`src/baser_rx_pkg.sv`:
```
// Shared codes for a 64-bit 10GBASE-R receiver that only accepts frame starts in lane 0
package baser_rx_pkg;

    // Sync headers
    localparam logic [1:0] sync_data = 2'b10;
    localparam logic [1:0] sync_ctrl = 2'b01;

    // First byte of a control block
    localparam logic [7:0] bt_ctrl    = 8'h1e; // Idle or error characters
    localparam logic [7:0] bt_os_4    = 8'h2d;
    localparam logic [7:0] bt_os_04   = 8'h55;
    localparam logic [7:0] bt_os_0    = 8'h4b;
    localparam logic [7:0] bt_start_0 = 8'h78; // Start in lane 0, D1..D7 follow
    localparam logic [7:0] bt_term_0  = 8'h87;
    localparam logic [7:0] bt_term_1  = 8'h99;
    localparam logic [7:0] bt_term_2  = 8'haa;
    localparam logic [7:0] bt_term_3  = 8'hb4;
    localparam logic [7:0] bt_term_4  = 8'hcc;
    localparam logic [7:0] bt_term_5  = 8'hd2;
    localparam logic [7:0] bt_term_6  = 8'he1;
    localparam logic [7:0] bt_term_7  = 8'hff;

    // Low three bits of a terminate class hold its data byte count
    typedef enum logic [3:0] {
        blk_idle   = 4'd0,
        blk_error  = 4'd1,
        blk_start  = 4'd2,
        blk_data   = 4'd4,
        blk_term_0 = 4'd8,
        blk_term_1 = 4'd9,
        blk_term_2 = 4'd10,
        blk_term_3 = 4'd11,
        blk_term_4 = 4'd12,
        blk_term_5 = 4'd13,
        blk_term_6 = 4'd14,
        blk_term_7 = 4'd15
    } blk_type_t;

    typedef enum logic [1:0] {
        st_idle    = 2'd0,
        st_payload = 2'd1,
        st_last    = 2'd2  // Extra beat after a long terminate
    } frame_state_t;

    // Reflected CRC-32, preset to all ones, no final inversion
    localparam logic [31:0] crc_poly    = 32'hEDB88320;
    localparam logic [31:0] crc_residue = 32'hDEBB20E3; // Left over after a good FCS

    localparam int fcs_bytes = 4;

endpackage

```
`src/baser_block_decoder.sv`:
```
// Input must already be descrambled and block locked. Lane 4 starts are reported as bad blocks
`timescale 1ns/10ps

module baser_block_decoder import baser_rx_pkg::*; (
    input  logic        clk,
    input  logic        reset_crc,
    input  logic [63:0] encoded_rx_data,
    input  logic [1:0]  encoded_rx_hdr,
    output blk_type_t   blk_type,
    output logic [63:0] blk_data,
    output logic        rx_bad_block
);

    blk_type_t   type_next;
    logic        bad_next;
    logic [3:0]  type_code;
    logic [2:0]  term_len;
    logic [63:0] term_mask;
    logic [63:0] data_next;

    // Classify header and block type
    always_comb begin
        type_next = blk_idle;
        bad_next  = 1'b0;
        if (encoded_rx_hdr == sync_data) begin
            type_next = baser_rx_pkg::blk_data;
        end else if (encoded_rx_hdr == sync_ctrl) begin
            case (encoded_rx_data[7:0])
                bt_ctrl:    type_next = blk_idle;
                bt_os_4:    type_next = blk_idle;   // Ordered sets are dropped
                bt_os_04:   type_next = blk_idle;
                bt_os_0:    type_next = blk_idle;
                bt_start_0: type_next = blk_start;
                bt_term_0:  type_next = blk_term_0;
                bt_term_1:  type_next = blk_term_1;
                bt_term_2:  type_next = blk_term_2;
                bt_term_3:  type_next = blk_term_3;
                bt_term_4:  type_next = blk_term_4;
                bt_term_5:  type_next = blk_term_5;
                bt_term_6:  type_next = blk_term_6;
                bt_term_7:  type_next = blk_term_7;
                default: begin
                    type_next = blk_error;
                    bad_next  = 1'b1;
                end
            endcase
        end else begin
            // 00 and 11 are never legal
            type_next = blk_error;
            bad_next  = 1'b1;
        end
    end

    assign type_code = type_next;
    assign term_len  = type_code[2:0];
    assign term_mask = ~({64{1'b1}} << {term_len, 3'b000}); // Keeps term_len bytes

    // Terminate data moves down one lane past the type byte
    always_comb begin
        if (type_code[3]) begin
            data_next = (encoded_rx_data >> 8) & term_mask;
        end else begin
            data_next = encoded_rx_data;
        end
    end

    always_ff @(posedge clk) begin
        if (reset_crc) begin
            blk_type     <= blk_idle;
            rx_bad_block <= 1'b0;
        end else begin
            blk_type     <= type_next;
            rx_bad_block <= bad_next;
        end
    end

    always_ff @(posedge clk) begin
        blk_data <= data_next;
    end

endmodule

```
`src/baser_fcs_checker.sv`:
```
// Byte-serial CRC-32 over up to 8 bytes per clock. Start block bytes are never folded in
`timescale 1ns/10ps

module baser_fcs_checker import baser_rx_pkg::*; (
    input  logic        clk,
    input  logic        reset_crc,
    input  logic        crc_restart,
    input  blk_type_t   blk_type,
    input  logic [63:0] blk_data,
    output logic        fcs_match
);

    logic [31:0] crc_state;
    logic [31:0] crc_next;
    logic [3:0]  type_code;
    logic [3:0]  byte_count;

    function automatic logic [31:0] crc_byte(input logic [31:0] crc_in, input logic [7:0] din);
        logic [31:0] crc;
        crc = crc_in ^ {24'd0, din};
        for (int b = 0; b < 8; b++) begin
            crc = crc[0] ? ((crc >> 1) ^ crc_poly) : (crc >> 1);
        end
        return crc;
    endfunction

    assign type_code = blk_type;

    always_comb begin
        if (blk_type == baser_rx_pkg::blk_data) begin
            byte_count = 4'd8;
        end else if (type_code[3]) begin
            byte_count = {1'b0, type_code[2:0]}; // Terminate k
        end else begin
            byte_count = 4'd0;
        end
    end

    // Lane 0 goes through first
    always_comb begin
        crc_next = crc_state;
        for (int i = 0; i < 8; i++) begin
            if (i < byte_count) begin
                crc_next = crc_byte(crc_next, blk_data[8*i +: 8]);
            end
        end
    end

    assign fcs_match = (crc_next == crc_residue);

    always_ff @(posedge clk) begin
        if (reset_crc || crc_restart) begin
            crc_state <= '1;
        end else begin
            crc_state <= crc_next;
        end
    end

endmodule

```
`src/baser_frame_fsm.sv`:
```
// No back-pressure on the beat stream. A frame needs cfg_rx_enable high when its start reaches d1
`timescale 1ns/10ps

module baser_frame_fsm import baser_rx_pkg::*; (
    input  logic        clk,
    input  logic        reset_crc,
    input  logic        cfg_rx_enable,
    input  blk_type_t   blk_type,
    input  logic [63:0] blk_data,
    input  logic        fcs_match,
    output logic        crc_restart,
    output logic [63:0] rx_tdata,
    output logic [7:0]  rx_tkeep,
    output logic        rx_tvalid,
    output logic        rx_tlast,
    output logic        rx_tuser,
    output logic        error_bad_frame,
    output logic        error_bad_fcs
);

    frame_state_t state;
    frame_state_t state_next;
    blk_type_t    type_d1;
    logic [63:0]  data_d1;
    logic [3:0]   code_d0;
    logic [3:0]   code_d1;
    logic         fcs_saved;
    logic         save_fcs;
    logic [3:0]   keep_bytes;
    logic         tvalid_next;
    logic         tlast_next;
    logic         tuser_next;
    logic         bad_frame_next;
    logic         bad_fcs_next;

    assign code_d0 = blk_type;
    assign code_d1 = type_d1;

    always_comb begin
        state_next     = st_idle;
        crc_restart    = 1'b1;
        save_fcs       = 1'b0;
        keep_bytes     = 4'd0;
        tvalid_next    = 1'b0;
        tlast_next     = 1'b0;
        tuser_next     = 1'b0;
        bad_frame_next = 1'b0;
        bad_fcs_next   = 1'b0;
        case (state)
            st_idle: begin
                if (type_d1 == blk_start && cfg_rx_enable) begin
                    crc_restart = 1'b0; // First data block is in d0 now
                    state_next  = st_payload;
                end
            end
            st_payload: begin
                tvalid_next = 1'b1;
                keep_bytes  = 4'd8;
                if (blk_type == baser_rx_pkg::blk_data) begin
                    crc_restart = 1'b0;
                    state_next  = st_payload;
                end else if (code_d0[3] && code_d0[2:0] <= 3'd4) begin
                    // Part of the FCS sits at the top of the d1 word
                    keep_bytes = 4'd8 - (4'(fcs_bytes) - {1'b0, code_d0[2:0]});
                    tlast_next = 1'b1;
                    if (!fcs_match) begin
                        tuser_next     = 1'b1;
                        bad_frame_next = 1'b1;
                        bad_fcs_next   = 1'b1;
                    end
                end else if (code_d0[3]) begin
                    save_fcs   = 1'b1; // Checked on the extra beat
                    state_next = st_last;
                end else begin
                    // Control, error or start inside a frame
                    tlast_next     = 1'b1;
                    tuser_next     = 1'b1;
                    bad_frame_next = 1'b1;
                end
            end
            st_last: begin
                tvalid_next = 1'b1;
                tlast_next  = 1'b1;
                keep_bytes  = {1'b0, code_d1[2:0]} - 4'(fcs_bytes);
                if (!fcs_saved) begin
                    tuser_next     = 1'b1;
                    bad_frame_next = 1'b1;
                    bad_fcs_next   = 1'b1;
                end
            end
            default: state_next = st_idle;
        endcase
    end

    always_ff @(posedge clk) begin
        if (reset_crc) begin
            state           <= st_idle;
            type_d1         <= blk_idle;
            rx_tvalid       <= 1'b0;
            rx_tlast        <= 1'b0;
            rx_tuser        <= 1'b0;
            error_bad_frame <= 1'b0;
            error_bad_fcs   <= 1'b0;
        end else begin
            state           <= state_next;
            type_d1         <= blk_type;
            rx_tvalid       <= tvalid_next;
            rx_tlast        <= tlast_next;
            rx_tuser        <= tuser_next;
            error_bad_frame <= bad_frame_next;
            error_bad_fcs   <= bad_fcs_next;
        end
    end

    always_ff @(posedge clk) begin
        data_d1  <= blk_data;
        rx_tdata <= data_d1;
        rx_tkeep <= 8'hff >> (4'd8 - keep_bytes); // Low keep_bytes lanes
        if (save_fcs) begin
            fcs_saved <= fcs_match;
        end
    end

endmodule

```
`src/baser_rx_top.sv`:
```
// 64-bit 10GBASE-R receive framer. Lane 0 starts only and no PTP timestamps
`timescale 1ns/10ps

module baser_rx_top import baser_rx_pkg::*; (
    input  logic        clk,
    input  logic        reset_crc,
    input  logic [63:0] encoded_rx_data,
    input  logic [1:0]  encoded_rx_hdr,
    input  logic        cfg_rx_enable,
    output logic [63:0] rx_tdata,
    output logic [7:0]  rx_tkeep,
    output logic        rx_tvalid,
    output logic        rx_tlast,
    output logic        rx_tuser,
    output logic        error_bad_frame,
    output logic        error_bad_fcs,
    output logic        rx_bad_block
);

    blk_type_t   blk_type;    // d0 stage
    logic [63:0] blk_data;
    logic        crc_restart;
    logic        fcs_match;

    baser_block_decoder decoder_i (
        .clk             (clk),
        .reset_crc       (reset_crc),
        .encoded_rx_data (encoded_rx_data),
        .encoded_rx_hdr  (encoded_rx_hdr),
        .blk_type        (blk_type),
        .blk_data        (blk_data),
        .rx_bad_block    (rx_bad_block)
    );

    baser_fcs_checker fcs_i (
        .clk         (clk),
        .reset_crc   (reset_crc),
        .crc_restart (crc_restart),
        .blk_type    (blk_type),
        .blk_data    (blk_data),
        .fcs_match   (fcs_match)
    );

    baser_frame_fsm framer_i (
        .clk             (clk),
        .reset_crc       (reset_crc),
        .cfg_rx_enable   (cfg_rx_enable),
        .blk_type        (blk_type),
        .blk_data        (blk_data),
        .fcs_match       (fcs_match),
        .crc_restart     (crc_restart),
        .rx_tdata        (rx_tdata),
        .rx_tkeep        (rx_tkeep),
        .rx_tvalid       (rx_tvalid),
        .rx_tlast        (rx_tlast),
        .rx_tuser        (rx_tuser),
        .error_bad_frame (error_bad_frame),
        .error_bad_fcs   (error_bad_fcs)
    );

endmodule

```
`config.mk`:
```
export PLATFORM = sky130hd
export DESIGN_NAME = baser_rx_top
export DESIGN_NICKNAME = d
export VERILOG_FILES = /design/src/baser_rx_pkg.sv /design/src/baser_block_decoder.sv /design/src/baser_fcs_checker.sv /design/src/baser_frame_fsm.sv /design/src/baser_rx_top.sv
export SDC_FILE = /design/constraint.sdc
export NUM_CORES = 1
export LEC_CHECK = 0
export BUFFER_PORTS_ARGS = -buffer_cell sky130_fd_sc_hd__buf_2
export CAP_MARGIN = 10
export CORE_MARGIN = 2
export CORE_UTILIZATION = 45
export CTS_CLUSTER_DIAMETER = 200
export DETAILED_ROUTE_END_ITERATION = 12
export GPL_TIMING_DRIVEN = 0
export PLACE_DENSITY = 0.69
export SLEW_MARGIN = 5
export SYNTH_ARGS = -nofsm -noshare
export SYNTH_HDL_FRONTEND = slang
export SYNTH_HIERARCHICAL = 1
export SYNTH_SLANG_ARGS = --single-unit
```
`constraint.sdc`:
```
create_clock -name clk -period 8.9 [get_ports clk]
set_input_delay 1.78 -clock clk [delete_from_list [all_inputs] [get_ports clk]]
set_output_delay 1.78 -clock clk [all_outputs]
set_load 0.05 [all_outputs]
```
## Word-level counts from Yosys, hierarchy flattened

Cells that the tools add are included.

| word-level totals | value |
|---|---|
| bits in read-only memories | 0 |
| flip-flop bits (word level) | 248 |
| bits of input ports | 69 |
| RAM bits | 0 |
| bits in latches | 0 |
| memories kept | 0 |

| operators by class | value |
|---|---|
| mux-type cells | 108 |
| divide/modulo/power cells | 0 |
| multipliers | 0 |
| add/subtract/negate cells | 4 |
| order comparisons | 9 |
| eq/ne operators | 20 |
| bitwise logic cells | 74 |
| shifts and indexed selects | 2 |
| reductions and logical operators | 8 |

Operator list:

| operator | number |
|---|---|
| $mux W32 | 72 |
| $not A13 Y14 | 64 |
| $xor A32 B8 Y32 | 8 |
| $and A56 B64 Y64 | 1 |
| $eq A8 B8 Y1 const B | 8 |
| $mux W64 | 1 |
| $not A64 Y64 | 1 |
| $shl A64 B6 Y64 const A | 1 |
| $pmux W4 S10 | 1 |
| $eq A32 B32 Y1 const B | 1 |
| $eq A8 B7 Y1 const B | 3 |
| $mux W4 | 5 |
| $mux W1 | 19 |
| $lt A3 B4 Y1 const A | 4 |
| $reduce_or A13 Y1 | 1 |
| $eq A8 B5 Y1 const B | 1 |
| $eq A8 B6 Y1 const B | 1 |
| $lt A1 B4 Y1 const A | 2 |
| $lt A2 B4 Y1 const A | 2 |
| $pmux W1 S2 | 4 |
| $pmux W4 S2 | 1 |
| $shr A8 B4 Y8 const A | 1 |
| $sub A4 B4 Y4 const A | 2 |
| $mux W2 | 3 |
| other kinds (14) | 18 |

## Longest topological paths before layout

| depth | value |
|---|---|
| depth in word-level cells | 149 |
| mapped depth | 40 |
| depth with buffers taken out | 32 |

## Modules after synthesis

Netlist, hierarchy kept.

Modules (own cells, without submodules):

| module | instances | area an instance (µm²) | cells each |
|---|---|---|---|
| baser_fcs_checker | 1 | 13713.2 | 1583 |
| baser_frame_fsm | 1 | 3392.0 | 212 |
| baser_block_decoder | 1 | 2580.0 | 234 |

## Worst setup path after synthesis

Ideal clock, no wire load.

| timing path | value |
|---|---|
| path kind | register to register |
| start | register decoder_i.blk_type[1] |
| end | register framer_i.error_bad_frame |
| cell stages (with the launch flop) | 36 |
| clock period less this slack | 9608 ps |
| slack | -708 ps |
| arrival time | 9489 ps |
| path buffers | 3 |
| setup time | 118 ps |
| cell sequence | dfxtp_1 -> buf_2 -> or3b_1 -> buf_2 -> nand2_2 -> buf_6 -> mux2i_4 -> xnor2_4 -> xnor3_1 -> and3_1 -> or3_1 -> xnor3_1 -> o21a_1 -> xnor2_2 -> xor2_1 -> xnor3_1 -> a21oi_4 -> xnor2_1 -> xnor3_2 -> a221oi_1 -> nor3_1 -> o21a_1 -> o31ai_4 -> xnor2_4 -> xnor3_1 -> a21boi_1 -> nor4_4 -> xor3_1 -> mux2i_1 -> o2111ai_1 -> nor4b_1 -> nand4_1 -> nor4_2 -> nand2_1 -> nand3_1 -> a21oi_1 |

| between the ends | value |
|---|---|
| word-level cells in the longest chain between the ends | 104 |
| elaborated cells between the ends (all ways) | 145 |
| classes of those cells | order compare (9); eq/ne (2); mux (70); bitwise (63); reduce/logical (1) |

RTL lines:

| element | RTL line | source |
|---|---|---|
| from (decl) | baser_block_decoder.sv:9 | `output blk_type_t blk_type,` |
| from (signal assigned) | baser_block_decoder.sv:69 | `blk_type <= blk_idle;` |
| from (signal assigned) | baser_block_decoder.sv:72 | `blk_type <= type_next;` |
| $eq A4 B3 Y1 / $mux W3 (equally long branches) | baser_fcs_checker.sv:30, baser_fcs_checker.sv:32 |  |
| $mux W4 * | baser_fcs_checker.sv:30 | `if (blk_type == baser_rx_pkg::blk_data) begin` |
| $lt A1 B4 Y1 | baser_fcs_checker.sv:43 | `if (i < byte_count) begin` |
| $mux W32 | baser_fcs_checker.sv:43 |  |
| $xor A32 B8 Y32 | baser_fcs_checker.sv:20 | `crc = crc_in ^ {24'd0, din};` |
| $not A13 Y14 (no source line) / $mux W32 (equally long branches) | n/a |  |
| $mux W32 / $not A13 Y14 (equally long branches) | n/a |  |
| $not A13 Y14 (no source line) / $mux W32 (equally long branches) | n/a |  |
| [89 not listed] | n/a |  |
| $mux W32 | baser_fcs_checker.sv:22 | `crc = crc[0] ? ((crc >> 1) ^ crc_poly) : (crc >> 1);` |
| $mux W32 * | baser_fcs_checker.sv:43 |  |
| $eq A32 B32 Y1 * | baser_fcs_checker.sv:49 | `assign fcs_match = (crc_next == crc_residue);` |
| via fcs_match | baser_rx_top.sv:23 | `logic fcs_match;` |
| $mux W1 * | baser_frame_fsm.sv:66 | `if (!fcs_match) begin` |
| $mux W1 * | baser_frame_fsm.sv:62 | `end else if (code_d0[3] && code_d0[2:0] <= 3'd4) begin` |
| $mux W1 * | baser_frame_fsm.sv:59 | `if (blk_type == baser_rx_pkg::blk_data) begin` |
| $pmux W1 S2 * | baser_frame_fsm.sv:49 | `case (state)` |
| to (signal assigned) | baser_frame_fsm.sv:110 | `error_bad_frame <= bad_frame_next;` |
| to (decl) | baser_frame_fsm.sv:17 | `output logic error_bad_frame,` |

Mark *: on every way through the listed nets, which the timed path passes. The rest lies on a longest branch.
A chain may end at the register's enable or synchronous reset.

## Worst setup path after layout

| timing path | value |
|---|---|
| start | register fcs_i.crc_state[1] |
| end | register framer_i.error_bad_frame |

| between the ends | value |
|---|---|
| word-level cells in the longest chain between the ends | 111 |
| elaborated cells between the ends (all ways) | 147 |
| classes of those cells | eq/ne (1); mux (76); bitwise (70) |

RTL lines:

| element | RTL line | source |
|---|---|---|
| from (decl) | baser_fcs_checker.sv:13 | `logic [31:0] crc_state;` |
| from (signal assigned) | baser_fcs_checker.sv:55 | `crc_state <= crc_next;` |
| $xor A32 B8 Y32 | baser_fcs_checker.sv:20 |  |
| $mux W32 (2 in series) | baser_fcs_checker.sv:22 |  |
| $not A13 Y14 (no source line) | n/a |  |
| $mux W32 | baser_fcs_checker.sv:22 |  |
| $not A13 Y14 (no source line) | n/a |  |
| $mux W32 (2 in series) | baser_fcs_checker.sv:22 |  |
| $not A13 Y14 (no source line) | n/a |  |
| $mux W32 | baser_fcs_checker.sv:22 |  |
| [90 not listed] | n/a |  |
| $mux W32 (5 in series) | baser_fcs_checker.sv:22 |  |
| $mux W32 * | baser_fcs_checker.sv:43 |  |
| $eq A32 B32 Y1 * | baser_fcs_checker.sv:49 |  |
| via fcs_match | baser_rx_top.sv:23 |  |
| $mux W1 * | baser_frame_fsm.sv:66 |  |
| $mux W1 * | baser_frame_fsm.sv:62 |  |
| $mux W1 * | baser_frame_fsm.sv:59 |  |
| $pmux W1 S2 * | baser_frame_fsm.sv:49 |  |

Marked as above.

==> flow_summary.yaml <==
worst_setup_path:
  slowest_stage: "xor3_2"
  arrival_ps: 10220
  startpoint_type: "flip-flop"
  endpoint_kind: "flip-flop"
  worstPathMaxFanout: 5
  worst_ep_required_time_ps: 9380
  critical_path.most_common_cell: "xnor3_1"
  crit_type: "flip-flop to flip-flop"
  critPathMaxStageDelay_ps: 540
synth:
  synthFlopType: "dfxtp_1"
  synth-seq-cells: 248
  yosys.cell_count.top_type: "xnor2_1"
  ys.warnings.count: 6
  synth_nets: 2104
  synth_seq_area_share_pct: 25.3
  netlist_top_cells_area: "dfxtp_1, xnor2_1, xnor3_1, xor2_1, mux2i_1"
  synth_top_area_share_pct: 25.1
  synthDistinctLibCells: 118
  synth_cells: 2029
  synth_common_cells: "xnor2_1, dfxtp_1, nand2_1"
  yosysTopAreaCell: "dfxtp_1"
  synth_edf_count: 1
  synth_area_um2: 19700
  synthArstFlopShare_pct: 0
  syn_avg_cell_area_um2: 9.70
place:
  dp_cells: 2760
  dpl.hpwl_um: 54000
  place_ws_ps: -3040
  portBuffers: 146
  routabilityCongestion: 0.982
sta:
  rsz0062_at_grt: "yes"
  fin_skew_ps: 16.7
  clock.fmax_mhz: 103
  setup_slack_ps: -846
  fin_setup_tns_ps: -2730
  worst_pin_slew_ps: 1190
  finalCritPeriodShare_pct: 110
  layout_min_cycle_time_ps: 9750
  finalSetupViolations: 8
  max_slew_margin_pct: 20.1
  hold_slack_ps: 324
  final_max_slew_viol_count: 0
  hold_viol_final: 0
global_route:
  global_route.usage.met3_pct: 4.56
  track_usage_pct: 31.3
  grt_pass1_vias: 16800
  grt_remaining_overflow: 0
  antenna_found_initial: 0
  grt_pass1_wl_um: 106000
  grt_max_degree: 16
  use_met2_pct: 50.7
  busiest_layer: "met2"
  grtUsageMet1_pct: 42.3
job:
  cap_violations: 0
run_status:
  violations: "setup timing"
  status: "finished, violations left"
detailed_routing:
  vias_per_cell: 5.76
  num_vias: 17800
  routed_wl_um: 73000
  wire_per_inst_um: 23.6
  first_pass_iters: 5
  drc_errors: 0
  ant_nets: 0
  drt_iter0_markers: 1826
final_layout:
  fillCellCount: 3536
  syn_to_final_growth_pct: 35.8
  fin_util_pct: 61.9
  num_antenna_cells: 0
  fin_cells: 3094
  fin_nets: 2561
  drive_above_1_share_pct: 34.4
floorplan:
  pin_count: 147
  core_um2: 43200
  row_count: 76
  start_util_pct: 45.6
  fp.dieW_um: 213
  die_area_um2: 45400
  chipHeight_um: 213
cts:
  numCtsBuffers: 29
  cts-root-buf: "clkbuf_16"
  clock_sinks: 248
  clk_latency_ps: 590
  cts_tree: "done"
  h-tree-depth: 1
  clock_path_buffers: 3
  clkTransAtPathRegs_ps: 70
worst_hold_path:
  hold_class: "flip-flop to flip-flop"
pwr:
  p_leak_uw: 0.0113
  vdd_drop_max_uv: 215
  p_per_area_nw_per_um2: 247
## final timing paths
kind / startpoint / endpoint / slack [ps] / depth (start not counted)
min: framer_i/data_d1[24] / framer_i/rx_tdata[24] / 320 / 0
max: fcs_i/crc_state[1] / framer_i/error_bad_frame / -850 / 38
min reg2reg: framer_i/data_d1[24] / framer_i/rx_tdata[24] / 320 / 0
max reg2reg: fcs_i/crc_state[1] / framer_i/error_bad_frame / -850 / 38
## metrics by stage
stage | power [uW] | instance area [um^2]
after floorplan | 3750 | 20000
after global placement | 4390 | 21400
after detailed placement | 4390 | 21400
after CTS | 6290 | 25500
after global routing | 6880 | 26700
final | 6610 | 26700
## cells by family after synthesis
group / Yosys count / synth area share, %
AND/OR/NAND/NOR: 558 / 14.7
XOR/XNOR: 548 / 34.8
AO/OA/AOI/OAI: 446 / 17.1
flip-flops: 248 / 25.3
buffers and inverters: 138 / 3.03
multiplexers: 85 / 4.74
adder cells (fa/ha/maj): 6 / 0.381
## area by class of cell
class / count / area, um^2 / share of cell area, %
Clock inverter: 18 / 260 / 0.974
Inverter: 31 / 116 / 0.435
Buffer: 103 / 546 / 2.04
Multi-Input combinational cell: 1645 / 16000 / 60.0
Sequential cell: 248 / 5020 / 18.8
Tap cell: 585 / 732 / 2.74
Clock buffer: 36 / 812 / 3.04
Timing Repair Buffer: 428 / 3220 / 12.0
## sequential cells by signal, indices dropped and copies added, names as in the netlist
name and cells:
framer_i/state 2, framer_i/rx_tdata 64, framer_i/error_bad_frame 1, framer_i/rx_tvalid 1, decoder_i/rx_bad_block 1, framer_i/error_bad_fcs 1, fcs_i/crc_state 32, framer_i/fcs_saved 1
framer_i/rx_tkeep 8, decoder_i/blk_type 4, framer_i/data_d1 64, decoder_i/blk_data 64, framer_i/code_d1 4, framer_i/rx_tlast 1
## routing by layer
metal | wire, um | vias to the layer above
li1 | - | 8132
met1 | 30600 | 8715
met2 | 33700 | 806
met3 | 5590 | 172
met4 | 3070 | 0
met5 | 0 | -
## critical path, delay by kind of cell (launching register included)
family	cells	cell delay [ps]
flip-flops	1	380
XOR/XNOR	13	3580
multiplexers	4	940
buffers and inverters	6	850
AO/OA/AOI/OAI	9	2210
AND/OR/NAND/NOR	6	1650
## where the power goes
group	switching (uW)	total, uW	internal (uW)
clock network	505	1310	802
registers	43.8	1200	1160
logic	2060	4100	2040
## cell usage in the layout, fill, tap and decap left out, drive strengths merged, types with 7 or more instances in the layout
master and instances:
and2 27, or2 12, nor4bb 12, o21a 17, a211o 10, clkbuf 105
nor2b 9, a21o 18, nor3 35, o211a 7, a31oi 10, dfxtp 247
nand2 167, xnor2 314, inv 37, or3 12, a22o 52, xnor3 89
buf 462, nor2 137, o21ai 91, o221ai 12, nand4 16, a211oi 30
o211ai 39, a21oi 93, o2111ai 11, xor2 123, o2111a 8, clkinv 7
nor3b 12, mux2 11, nand2b 18, xor3 22, nor4 11, mux2i 74
and3 8, nand3 46
## timing repair
action,4_1_cts,5_1_grt
cloned,3,0
hold buffers,0,0
setup buffers,195,87
pin swaps,134,85
resized for setup,255,108
setup endpoints to repair,35,26
Power figures use the tool's default switching activity.
